`src/verilog/sw_pkg.sv`:
```
package sw_pkg;

	localparam int PE_COUNT = 8;
	localparam int BASE_W = 2;
	localparam int SCORE_W = 10;
	localparam int PEN_W = 4;
	localparam int CNT_W = $clog2(PE_COUNT + 1);

	typedef logic [BASE_W-1:0] base_t;
	typedef logic [SCORE_W-1:0] score_t;
	typedef logic [PEN_W-1:0] pen_t;
	typedef logic [CNT_W-1:0] cnt_t;

	// base codes
	localparam base_t BASE_A = 2'd0;
	localparam base_t BASE_C = 2'd1;
	localparam base_t BASE_G = 2'd2;
	localparam base_t BASE_T = 2'd3;

	typedef struct packed {
		pen_t match;
		pen_t mismatch;
		pen_t gap;
	} score_cfg_t;

	localparam score_cfg_t CFG_RESET = '{match: 4'd2, mismatch: 4'd1, gap: 4'd1};

	// one hop of the systolic chain
	typedef struct packed {
		base_t  base;
		logic   valid;
		score_t score;
		logic   last;
	} cell_link_t;

	typedef enum logic [1:0] {LOAD, STREAM, DRAIN, REPORT} feed_state_t;

endpackage

```
`src/verilog/sw_score_config.sv`:
```
`timescale 1ns/10ps

module sw_score_config (
	input  logic               clk,
	input  logic               rst_n,
	input  logic               i_cfg_valid,
	input  sw_pkg::score_cfg_t i_cfg_data,
	output logic               o_cfg_ready,
	input  logic               i_busy,
	output sw_pkg::score_cfg_t o_cfg
);

	sw_pkg::score_cfg_t cfg_q;
	logic               cfg_we;

	// new values only land between jobs
	assign o_cfg_ready = !i_busy;
	assign cfg_we = i_cfg_valid && o_cfg_ready;

	always_ff @(posedge clk or negedge rst_n) begin
		if (!rst_n) begin
			cfg_q <= sw_pkg::CFG_RESET;
		end else if (cfg_we) begin
			cfg_q <= i_cfg_data;
		end
	end

	// every cell sees the same set for the whole job
	assign o_cfg = cfg_q;

endmodule

```
`src/verilog/sw_stream_feeder.sv`:
```
`timescale 1ns/10ps

module sw_stream_feeder (
	input  logic                        clk,
	input  logic                        rst_n,
	input  logic                        i_q_valid,
	input  sw_pkg::base_t               i_q_base,
	input  logic                        i_q_last,
	output logic                        o_q_ready,
	input  logic                        i_t_valid,
	input  sw_pkg::base_t               i_t_base,
	input  logic                        i_t_last,
	output logic                        o_t_ready,
	output logic                        o_busy,
	output logic                        o_load,
	output sw_pkg::base_t               o_load_base,
	output logic [sw_pkg::PE_COUNT-1:0] o_cell_en,
	output logic                        o_clear,
	output sw_pkg::cell_link_t          o_link,
	input  sw_pkg::score_t              i_best,
	output logic                        o_res_valid,
	output sw_pkg::score_t              o_res_score,
	input  logic                        i_res_ready
);

	sw_pkg::feed_state_t state;
	sw_pkg::cnt_t        q_cnt;
	sw_pkg::cnt_t        drain_cnt;
	logic                settle;
	logic                q_fire;
	logic                t_fire;
	logic                q_full;

	assign o_q_ready = (state == sw_pkg::LOAD);
	assign o_t_ready = (state == sw_pkg::STREAM);
	assign o_busy = (state != sw_pkg::LOAD);
	assign q_fire = i_q_valid && o_q_ready;
	assign t_fire = i_t_valid && o_t_ready;
	assign q_full = (q_cnt == sw_pkg::cnt_t'(sw_pkg::PE_COUNT));

	// one enable per loaded query base
	always_comb begin
		for (int i = 0; i < sw_pkg::PE_COUNT; i++) begin
			o_cell_en[i] = (q_cnt > sw_pkg::cnt_t'(i));
		end
	end

	always_ff @(posedge clk or negedge rst_n) begin
		if (!rst_n) begin
			state <= sw_pkg::LOAD;
			q_cnt <= '0;
			drain_cnt <= '0;
			settle <= 1'b0;
			o_load <= 1'b0;
			o_clear <= 1'b0;
			o_link <= '{base: sw_pkg::BASE_A, valid: 1'b0, score: '0, last: 1'b0};
			o_res_valid <= 1'b0;
		end else begin
			// bases past the array length are taken and dropped
			o_load <= q_fire && !q_full;
			o_clear <= 1'b0;
			o_link <= '{base: i_t_base, valid: t_fire, score: '0, last: t_fire && i_t_last};
			case (state)
				sw_pkg::LOAD: begin
					if (q_fire) begin
						if (!q_full) begin
							q_cnt <= q_cnt + 1'b1;
						end
						if (i_q_last) begin
							state <= sw_pkg::STREAM;
						end
					end
				end
				sw_pkg::STREAM: begin
					if (t_fire && i_t_last) begin
						state <= sw_pkg::DRAIN;
						drain_cnt <= '0;
					end
				end
				sw_pkg::DRAIN: begin
					drain_cnt <= drain_cnt + 1'b1;
					if (drain_cnt == sw_pkg::cnt_t'(sw_pkg::PE_COUNT - 1)) begin
						state <= sw_pkg::REPORT;
						settle <= 1'b0;
					end
				end
				sw_pkg::REPORT: begin
					// array max register needs one more cycle after the drain
					if (!settle) begin
						settle <= 1'b1;
					end else if (!o_res_valid) begin
						o_res_valid <= 1'b1;
					end else if (i_res_ready) begin
						o_res_valid <= 1'b0;
						settle <= 1'b0;
						q_cnt <= '0;
						o_clear <= 1'b1;
						state <= sw_pkg::LOAD;
					end
				end
			endcase
		end
	end

	always_ff @(posedge clk) begin
		if (q_fire) begin
			o_load_base <= i_q_base;
		end
		if (state == sw_pkg::REPORT && settle && !o_res_valid) begin
			o_res_score <= i_best;
		end
	end

endmodule

```
`src/verilog/sw_cell.sv`:
```
`timescale 1ns/10ps

module sw_cell (
	input  logic               clk,
	input  logic               rst_n,
	input  logic               i_clear,
	input  logic               i_en,
	input  logic               i_load,
	input  sw_pkg::base_t      i_load_base,
	output sw_pkg::base_t      o_load_base,
	input  sw_pkg::score_cfg_t i_cfg,
	input  sw_pkg::cell_link_t i_link,
	output sw_pkg::cell_link_t o_link,
	output sw_pkg::score_t     o_max
);

	sw_pkg::base_t  q_base;
	sw_pkg::score_t h_left;
	sw_pkg::score_t h_diag;
	sw_pkg::score_t h_max;
	sw_pkg::score_t h_new;

	function automatic sw_pkg::score_t sub_clamp(sw_pkg::score_t a, sw_pkg::pen_t b);
		sw_pkg::score_t bx;
		bx = sw_pkg::score_t'(b);
		return (a > bx) ? a - bx : '0;
	endfunction

	// zero floor comes from the clamped subtractions
	always_comb begin
		sw_pkg::score_t diag;
		sw_pkg::score_t up;
		sw_pkg::score_t left;
		if (i_link.base == q_base) begin
			diag = h_diag + sw_pkg::score_t'(i_cfg.match);
		end else begin
			diag = sub_clamp(h_diag, i_cfg.mismatch);
		end
		up = sub_clamp(i_link.score, i_cfg.gap);
		left = sub_clamp(h_left, i_cfg.gap);
		h_new = diag;
		if (up > h_new) begin
			h_new = up;
		end
		if (left > h_new) begin
			h_new = left;
		end
	end

	always_ff @(posedge clk) begin
		if (i_load) begin
			q_base <= i_load_base;
		end
	end

	assign o_load_base = q_base;

	always_ff @(posedge clk or negedge rst_n) begin
		if (!rst_n) begin
			h_left <= '0;
			h_diag <= '0;
			h_max <= '0;
			o_link <= '0;
		end else if (i_clear) begin
			h_left <= '0;
			h_diag <= '0;
			h_max <= '0;
			o_link <= '0;
		end else begin
			// disabled cells and bubbles just pass the link on
			o_link <= i_link;
			if (i_en && i_link.valid) begin
				o_link.score <= h_new;
				h_left <= h_new;
				h_diag <= i_link.score;
				if (h_new > h_max) begin
					h_max <= h_new;
				end
			end
		end
	end

	assign o_max = i_en ? h_max : '0;

endmodule

```
`src/verilog/sw_cell_array.sv`:
```
`timescale 1ns/10ps

module sw_cell_array (
	input  logic                        clk,
	input  logic                        rst_n,
	input  logic                        i_clear,
	input  logic [sw_pkg::PE_COUNT-1:0] i_cell_en,
	input  logic                        i_load,
	input  sw_pkg::base_t               i_load_base,
	input  sw_pkg::score_cfg_t          i_cfg,
	input  sw_pkg::cell_link_t          i_link,
	output sw_pkg::score_t              o_best
);

	sw_pkg::base_t      load_chain [sw_pkg::PE_COUNT+1];
	sw_pkg::cell_link_t link_chain [sw_pkg::PE_COUNT+1];
	sw_pkg::score_t     cell_max [sw_pkg::PE_COUNT];
	sw_pkg::score_t     max_all;

	// cell 0 meets each target base first but holds the last query base,
	// so the query is sent back to front
	assign load_chain[0] = i_load_base;
	assign link_chain[0] = i_link;

	for (genvar gi = 0; gi < sw_pkg::PE_COUNT; gi++) begin : g_cell
		sw_cell cell_inst (
			.clk         (clk),
			.rst_n       (rst_n),
			.i_clear     (i_clear),
			.i_en        (i_cell_en[gi]),
			.i_load      (i_load),
			.i_load_base (load_chain[gi]),
			.o_load_base (load_chain[gi+1]),
			.i_cfg       (i_cfg),
			.i_link      (link_chain[gi]),
			.o_link      (link_chain[gi+1]),
			.o_max       (cell_max[gi])
		);
	end

	always_comb begin
		max_all = '0;
		for (int i = 0; i < sw_pkg::PE_COUNT; i++) begin
			if (cell_max[i] > max_all) begin
				max_all = cell_max[i];
			end
		end
	end

	// final target base leaving the chain means every cell is done
	always_ff @(posedge clk or negedge rst_n) begin
		if (!rst_n) begin
			o_best <= '0;
		end else if (i_clear) begin
			o_best <= '0;
		end else if (link_chain[sw_pkg::PE_COUNT].valid && link_chain[sw_pkg::PE_COUNT].last) begin
			o_best <= max_all;
		end
	end

endmodule

```
`src/verilog/sw_aligner_top.sv`:
```
`timescale 1ns/10ps

module sw_aligner_top (
	input  logic               clk,
	input  logic               rst_n,
	input  logic               i_cfg_valid,
	input  sw_pkg::score_cfg_t i_cfg_data,
	output logic               o_cfg_ready,
	input  logic               i_q_valid,
	input  sw_pkg::base_t      i_q_base,
	input  logic               i_q_last,
	output logic               o_q_ready,
	input  logic               i_t_valid,
	input  sw_pkg::base_t      i_t_base,
	input  logic               i_t_last,
	output logic               o_t_ready,
	output logic               o_res_valid,
	output sw_pkg::score_t     o_res_score,
	input  logic               i_res_ready
);

	logic                        busy;
	sw_pkg::score_cfg_t          cfg;
	logic                        load;
	sw_pkg::base_t               load_base;
	logic [sw_pkg::PE_COUNT-1:0] cell_en;
	logic                        clear;
	sw_pkg::cell_link_t          link;
	sw_pkg::score_t              best;

	sw_score_config cfg_inst (
		.clk         (clk),
		.rst_n       (rst_n),
		.i_cfg_valid (i_cfg_valid),
		.i_cfg_data  (i_cfg_data),
		.o_cfg_ready (o_cfg_ready),
		.i_busy      (busy),
		.o_cfg       (cfg)
	);

	sw_stream_feeder feeder_inst (
		.clk         (clk),
		.rst_n       (rst_n),
		.i_q_valid   (i_q_valid),
		.i_q_base    (i_q_base),
		.i_q_last    (i_q_last),
		.o_q_ready   (o_q_ready),
		.i_t_valid   (i_t_valid),
		.i_t_base    (i_t_base),
		.i_t_last    (i_t_last),
		.o_t_ready   (o_t_ready),
		.o_busy      (busy),
		.o_load      (load),
		.o_load_base (load_base),
		.o_cell_en   (cell_en),
		.o_clear     (clear),
		.o_link      (link),
		.i_best      (best),
		.o_res_valid (o_res_valid),
		.o_res_score (o_res_score),
		.i_res_ready (i_res_ready)
	);

	sw_cell_array array_inst (
		.clk         (clk),
		.rst_n       (rst_n),
		.i_clear     (clear),
		.i_cell_en   (cell_en),
		.i_load      (load),
		.i_load_base (load_base),
		.i_cfg       (cfg),
		.i_link      (link),
		.o_best      (best)
	);

endmodule

```
`config.mk`:
```
export PLATFORM = sky130hd
export DESIGN_NAME = sw_aligner_top
export DESIGN_NICKNAME = d
export VERILOG_FILES = /design/src/verilog/sw_pkg.sv /design/src/verilog/sw_score_config.sv /design/src/verilog/sw_stream_feeder.sv /design/src/verilog/sw_cell.sv /design/src/verilog/sw_cell_array.sv /design/src/verilog/sw_aligner_top.sv
export SDC_FILE = /design/constraint.sdc
export NUM_CORES = 2
export LEC_CHECK = 0
export BUFFER_PORTS_ARGS = -buffer_cell sky130_fd_sc_hd__buf_2
export CORE_UTILIZATION = 23
export DETAILED_ROUTE_END_ITERATION = 12
export HOLD_SLACK_MARGIN = 0.08
export PLACE_DENSITY = 0.44
export SLEW_MARGIN = 30
export SYNTH_ARGS = -nofsm -noshare
export SYNTH_HDL_FRONTEND = slang
export SYNTH_SLANG_ARGS = --single-unit
```
`constraint.sdc`:
```
create_clock -name clk -period 23.1 [get_ports clk]
set_input_delay 3.465 -clock clk [delete_from_list [all_inputs] [get_ports clk]]
set_output_delay 3.465 -clock clk [all_outputs]
set_load 0.01 [all_outputs]
```
# Yosys cells after proc, flatten, opt, wreduce, memory -nomap -nowiden
# Cells that the tools add are included.
op_classes:
  n_reduce_logical: 54
  n_eq_ne: 21
  magnitude_cmp: 64
  add_sub_neg: 34
  mux: 163
op_table:
  columns: ["operator", "n"]
  rows:
  - ["10-bit 2-to-1 mux", 130]
  - ["10-bit > comparator", 31]
  - ["10-bit by 4-bit > comparator with 1-bit output", 23]
  - ["10-bit by 4-bit subtractor with 10-bit output", 23]
  - ["14-bit 2-to-1 mux", 7]
  - ["10-bit by 4-bit adder with 10-bit output", 8]
  - ["2-bit nonzero test", 21]
  - ["4-bit 2-to-1 mux", 6]
  - ["2-bit AND reduction", 11]
  - ["2-bit == test", 8]
  - ["4-bit by 3-bit > comparator with 1-bit output, second input constant", 4]
  - ["1-bit logical AND", 16]
  - ["4-bit case mux with 2 select lines", 2]
  - ["2-bit 2-to-1 mux", 7]
  - ["12-bit 2-to-1 mux", 1]
  - ["10-bit by 1-bit > comparator with 1-bit output, second input constant", 1]
  - ["2-bit != test, second input constant", 5]
  - ["4-bit by 1-bit adder with 4-bit output, second input constant", 2]
  - ["4-bit by 1-bit > comparator with 1-bit output, second input constant", 2]
  - ["4-bit by 2-bit > comparator with 1-bit output, second input constant", 2]
  - ["1-bit 2-to-1 mux", 8]
  - ["2-bit case mux with 4 select lines", 1]
  - ["7-bit AND reduction", 1]
  - ["2-bit by 1-bit != test with 1-bit output, second input constant", 3]
  - ["other kinds (10)", 13]
word_totals:
  regBits: 408
  output_inout_bits: 14

# Logic depth before layout (Yosys ltp)
logic_depth:
  ltp_word: 20
  depth_mapped: 81
  mapped_depth_nobuf: 72

# Modules after synthesis
# A second synthesis with hierarchy kept.
unflattened:
  hier_cells: 4756
  area_unflattened_um2: 39266.4
modules_own_cells:
  columns: ["module", "n_inst", "seq_area_each_um2", "cells_per_inst", "area_each_um2"]
  rows:
  - ["sw_cell (array_inst.g_cell[1].cell_inst ...)", 4, 1161.1, 514, 4200.3]
  - ["sw_cell (array_inst.g_cell[0].cell_inst ...)", 2, 1161.1, 511, 4196.5]
  - ["sw_cell (array_inst.g_cell[7].cell_inst)", 1, 1161.1, 509, 4244.1]
  - ["sw_cell (array_inst.g_cell[2].cell_inst)", 1, 1161.1, 503, 4195.3]
  - ["sw_cell_array", 1, 250.2, 500, 3608.5]
  - ["sw_stream_feeder", 1, 810.8, 139, 1510.2]
  - ["sw_score_config", 1, 304.0, 27, 514.2]

# Least setup slack after synthesis
# Ideal clock, no wire load.
synth_timing:
  path_type: "register to register"
  start: "register feeder_inst.q_cnt[0]"
  end: "register array_inst.o_best[2]"
  period_less_slack_ps: 14421
  path_slack_ps: 8679
  stages_incl_launch_ff: 78
  setup_time_ps: 147
  required_time_ps: 22953
  arrival_ps: 14274
  cell_sequence: "dfrtp_1 -> inv_1 -> ha_1 -> or3b_1 -> buf_2 -> clkbuf_1 -> nand2_1 -> ha_1 -> and4_4 -> and3_4 -> and3_4 -> buf_6 -> nor2_2 -> clkbuf_1 -> nor2_1 -> a21oi_1 -> ha_1 -> and3_1 -> [... 42 more ...] -> a221oi_1 -> o21ai_0 -> nand2_1 -> inv_1 -> a211oi_1 -> o2bb2ai_1 -> a222oi_1 -> ha_1 -> a21o_1 -> a21o_1 -> a21oi_1 -> nor2_1 -> a2111oi_0 -> a31oi_1 -> and3_1 -> buf_1 -> a222oi_1 -> o221ai_1"
synth_via:
  elab_chain_cells: 20
  elab_cells_between_ends: 34
  classes_between: "16 x order compare; 18 x mux"
synth_rtl:
  columns: ["element", "line", "source"]
  rows:
  - ["from (decl)", "sw_stream_feeder.sv:27", "sw_pkg::cnt_t q_cnt;"]
  - ["from (signal assigned)", "sw_stream_feeder.sv:67", "q_cnt <= q_cnt + 1'b1;"]
  - ["4-bit by 1-bit > comparator with 1-bit output", "sw_stream_feeder.sv:44", "o_cell_en[i] = (q_cnt > sw_pkg::cnt_t'(i));"]
  - ["10-bit 2-to-1 mux", "sw_cell.sv:83", "assign o_max = i_en ? h_max : '0;"]
  - ["10-bit by 1-bit > comparator with 1-bit output", "sw_cell_array.sv:44", "if (cell_max[i] > max_all) begin"]
  - ["10-bit 2-to-1 mux", "sw_cell_array.sv:44", null]
  - ["10-bit > comparator", "sw_cell_array.sv:44", null]
  - ["10-bit 2-to-1 mux", "sw_cell_array.sv:44", null]
  - ["10-bit > comparator", "sw_cell_array.sv:44", null]
  - ["10-bit 2-to-1 mux", "sw_cell_array.sv:44", null]
  - ["[... 4 more ...]", null, null]
  - ["10-bit > comparator", "sw_cell_array.sv:44", null]
  - ["10-bit 2-to-1 mux", "sw_cell_array.sv:44", null]
  - ["10-bit > comparator", "sw_cell_array.sv:44", null]
  - ["10-bit 2-to-1 mux", "sw_cell_array.sv:44", null]
  - ["10-bit > comparator", "sw_cell_array.sv:44", null]
  - ["10-bit 2-to-1 mux (*)", "sw_cell_array.sv:44", null]
  - ["10-bit 2-to-1 mux (*)", "sw_cell_array.sv:56", "end else if (link_chain[sw_pkg::PE_COUNT].valid && link_chain[sw_pkg::PE_COUNT].last) begin"]
  - ["10-bit 2-to-1 mux (*)", "sw_cell_array.sv:54", "end else if (i_clear) begin"]
  - ["to (signal assigned)", "sw_cell_array.sv:57", "o_best <= max_all;"]
  - ["to (decl)", "sw_cell_array.sv:12", "output sw_pkg::score_t o_best"]
# Mark *: on every way between the ends. The rest lies on a longest branch, timed or not. The select of a mux whose other input is x is not followed.
# A chain may end at the register's enable or synchronous reset.

# Final worst setup path
layout_timing:
  start: "register feeder_inst.q_cnt[3]"
  end: "register array_inst.o_best[8]"
# Same word-level chain as after synthesis.

==> summary.txt <==
Max-Slew Margin vs Limit: 36.6%
Post-Syn Area: 33,900 um2
CTS tree: done
clk_lat worst skew: 0.66 ns
slowest CP cell: dfrtp_1
grt total ovfl: 0
detail-routed via count per cell: 4.74
critical path launch point: feeder_inst.q_cnt[3]$_DFFE_PN0P_
status: complete, no violations
Final nets: 4,488
most frequent cells after synthesis: nor2_1 (462), ha_1 (423), dfrtp_1 (367), nand2_1 (348), a21oi_1 (315)
clock-pin slew on the worst setup and hold paths: 0.06 ns
Tmin final: 16.59 ns
Final Hold Fails: 0
Synth Area per Inst: 8.45 um2
proportion of layout cells with a drive suffix above 1: 6.78%
RD Place Congestion: 0.850
clock tree buffer depth: 3
post-cts hold buffer count: 0
I/O Buffers: 37
Post-CTS Setup Inserts: 0
full die area: 149,000 um2
# IOs: 38
Clock Sinks: 398
initial antenna violation count: 7
Post-synth EDFFs: 28
Post-route DRC: 0
RR Startpoint: feeder_inst.q_cnt[3]$_DFFE_PN0P_
most frequent cell after synthesis: nor2_1
PostCTS Resize Cnt: 0
FF-to-FF End: array_inst.o_best[8]$_DFFE_PN0P_
DIE WIDTH: 386 um
DR iter-0 viols: 1,791
Yosys reg bits: 398
Area Overhead vs Synth: 12.7%
die height: 386 um
cells after synthesis: 4,016
Post-Route Skew: 0.0434 ns
via total after detailed routing: 28,346
asr flop ratio synth: 93.0%
R2R Setup Slk: 6.51 ns
largest net degree at the start of global routing: 137
DP HPWL: 82,300 um
Hold Path Cell Cnt: 0
worst-margin pin slew: 0.948 ns
Startpoint Class: register
Syn. warnings: 0
RSZ-0062 raised after global routing: false
final setup violation count: 0
Slew Viols, Final: 0
Req. time, crit path: 23.56 ns
post-synth net total: 4,492
R2R depth: 62
fin util: 26.2%
CP arrival: 17.06 ns
Root Buffer: clkbuf_16
CTS Buf Count: 52
Yosys cell types: 95
GR Util All Layers: 14.4%
final worst-path cycle share: 71.8%
global-route wire length before repair: 167,000 um
endpoint type of the worst setup path: register
WL final: 107,000 um
Synth area leader: dfrtp_1
sequential share of the synthesized area: 29.8%
H-tree Lvls: 2
TNS Setup: 0 ns
Crit path largest cell delay: 0.62 ns
Hold EP: array_inst.g_cell[0].cell_inst.o_load_base[1]$_DFFE_PP_
critical path type: reg2reg
drt first pass iters: 8
drt wl/cell: 17.9 um
CP max FO: 25
Synth area leaders: dfrtp_1 (27%), ha_1 (16%), nor2_1 (5.1%), a21oi_1 (4.6%), nand2_1 (3.9%)
DRT antenna net count: 0
row count: 140
core area: 146,000 um2
worst hold-check path type: reg2reg
Initial Utilization: 23.2%
vias in the first global route: 28,097
cell mode on critical path: ha_1
Synth top area share: 27.1%
MaxCap Viol Count: 0
Max Clk Rate: 60.3 MHz
ys flop type: dfrtp_1
hold path startpoint: feeder_inst.o_load_base[1]$_DFFE_PP_
## critical path: cells and delay by family, from the launching register on
| family | cells | cell delay (ns) |
|---|---|---|
| muxes | 1 | 0.35 |
| AOI/OAI and AO/OA | 30 | 7.99 |
| DFF | 1 | 0.62 |
| buffers and inverters | 2 | 0.39 |
| adders and majority gates | 7 | 2.15 |
| and+or+nand+nor | 22 | 4.89 |
## placed cells by master, fill, tap and decap left out, drive strengths merged, types with 10 or more instances in the layout
cell type / Yosys / final
a22o: 24 / 24
o211ai: 11 / 11
xor2: 54 / 54
o21ai: 178 / 178
nand3: 52 / 52
fa: 29 / 29
a41oi: 10 / 10
or4: 21 / 21
nor2b: 119 / 119
ha: 423 / 423
and3: 26 / 26
o21a: 113 / 113
nand4: 63 / 63
nor3: 78 / 78
a211oi: 58 / 58
buf: 21 / 85
a31oi: 18 / 18
a22oi: 15 / 15
or2: 17 / 17
nor4: 20 / 20
nand2: 351 / 351
nor2: 463 / 463
a21o: 142 / 142
o221ai: 18 / 18
a221oi: 10 / 10
inv: 291 / 293
a211o: 18 / 18
o22ai: 25 / 25
or3: 21 / 21
mux2: 41 / 41
edfxtp: 28 / 28
mux2i: 104 / 104
and2: 59 / 59
xnor2: 90 / 90
dfrtp: 367 / 367
clkinv: 0 / 18
o31ai: 16 / 16
clkbuf: 122 / 62
a21oi: 315 / 315
nand2b: 75 / 75
## sequential cells by signal, summed over array words and instances, names as in the netlist, 2 cells and up
signal,count
feeder_inst.q_cnt,4
array_inst.o_best,10
cfg_inst.o_cfg,12
feeder_inst.state,2
feeder_inst.o_link,4
array_inst.g_cell.cell_inst.o_load_base,16
array_inst.g_cell.cell_inst.o_link,100
feeder_inst.drain_cnt,4
feeder_inst.o_res_score,10
array_inst.g_cell.cell_inst.h_max,80
array_inst.g_cell.cell_inst.h_left,80
feeder_inst.o_load_base,2
array_inst.g_cell.cell_inst.h_diag,70
## layout make-up
cell class                      count  area, um2
Clock inverter                     35        405
Fill cell                       15909     108000
Tap cell                         1917       2400
Sequential cell                   398      10100
Multi-Input combinational cell   3184      22300
Inverter                          291       1090
Clock buffer                       62       1390
Antenna cell                        2       5.00
Timing Repair Buffer               85        568
## worst max-delay path by stage
stage	depth (start not counted)	to	slack [ns]
after floorplan	77	array_inst.o_best[2]$_DFFE_PN0P_	8.68
after global placement	65	array_inst.o_best[9]$_DFFE_PN0P_	6.60
after detailed placement	63	array_inst.o_best[8]$_DFFE_PN0P_	6.36
after CTS	62	array_inst.o_best[8]$_DFFE_PN0P_	6.34
after global routing	65	array_inst.o_best[8]$_DFFE_PN0P_	4.98
final	62	array_inst.o_best[8]$_DFFE_PN0P_	6.51
## through the flow
| stage | setup slack (ns) | cells | hold WS, ns | area, um2 |
|---|---|---|---|---|
| finish | 6.51 | 5974 | 0.420 | 38200 |
| floorplan | 8.68 | 4016 | 0.400 | 33900 |
| global route | 4.98 | 5972 | 0.443 | 38200 |
| detailed placement | 6.36 | 5875 | 0.407 | 36400 |
| global placement | 6.60 | 5875 | 0.403 | 36400 |
| CTS | 6.34 | 5972 | 0.422 | 38200 |
## per-layer routing
metal	part of all wire [%]	up-vias	global-route usage [%]
li1	-	14283	-
met5	0.021	-	0
met4	2.6	4	3.78
met1	47	13535	19.1
met2	47	402	24.1
met3	3.7	122	2.27
## kinds of logic after synthesis
group,count (synthesis),share of synthesized area (%)
buf+inv,434,4.88
flops,398,29.8
simple gates,1389,19.5
other cells,2,0.0221
mux,145,4.43
fa+ha+maj,452,17.3
xor+xnor,144,3.72
compound gates,1052,20.4
Power is left out: the tool's default activity adds up to more than one toggle a clock period on the data nets, which glitch-free logic cannot reach.
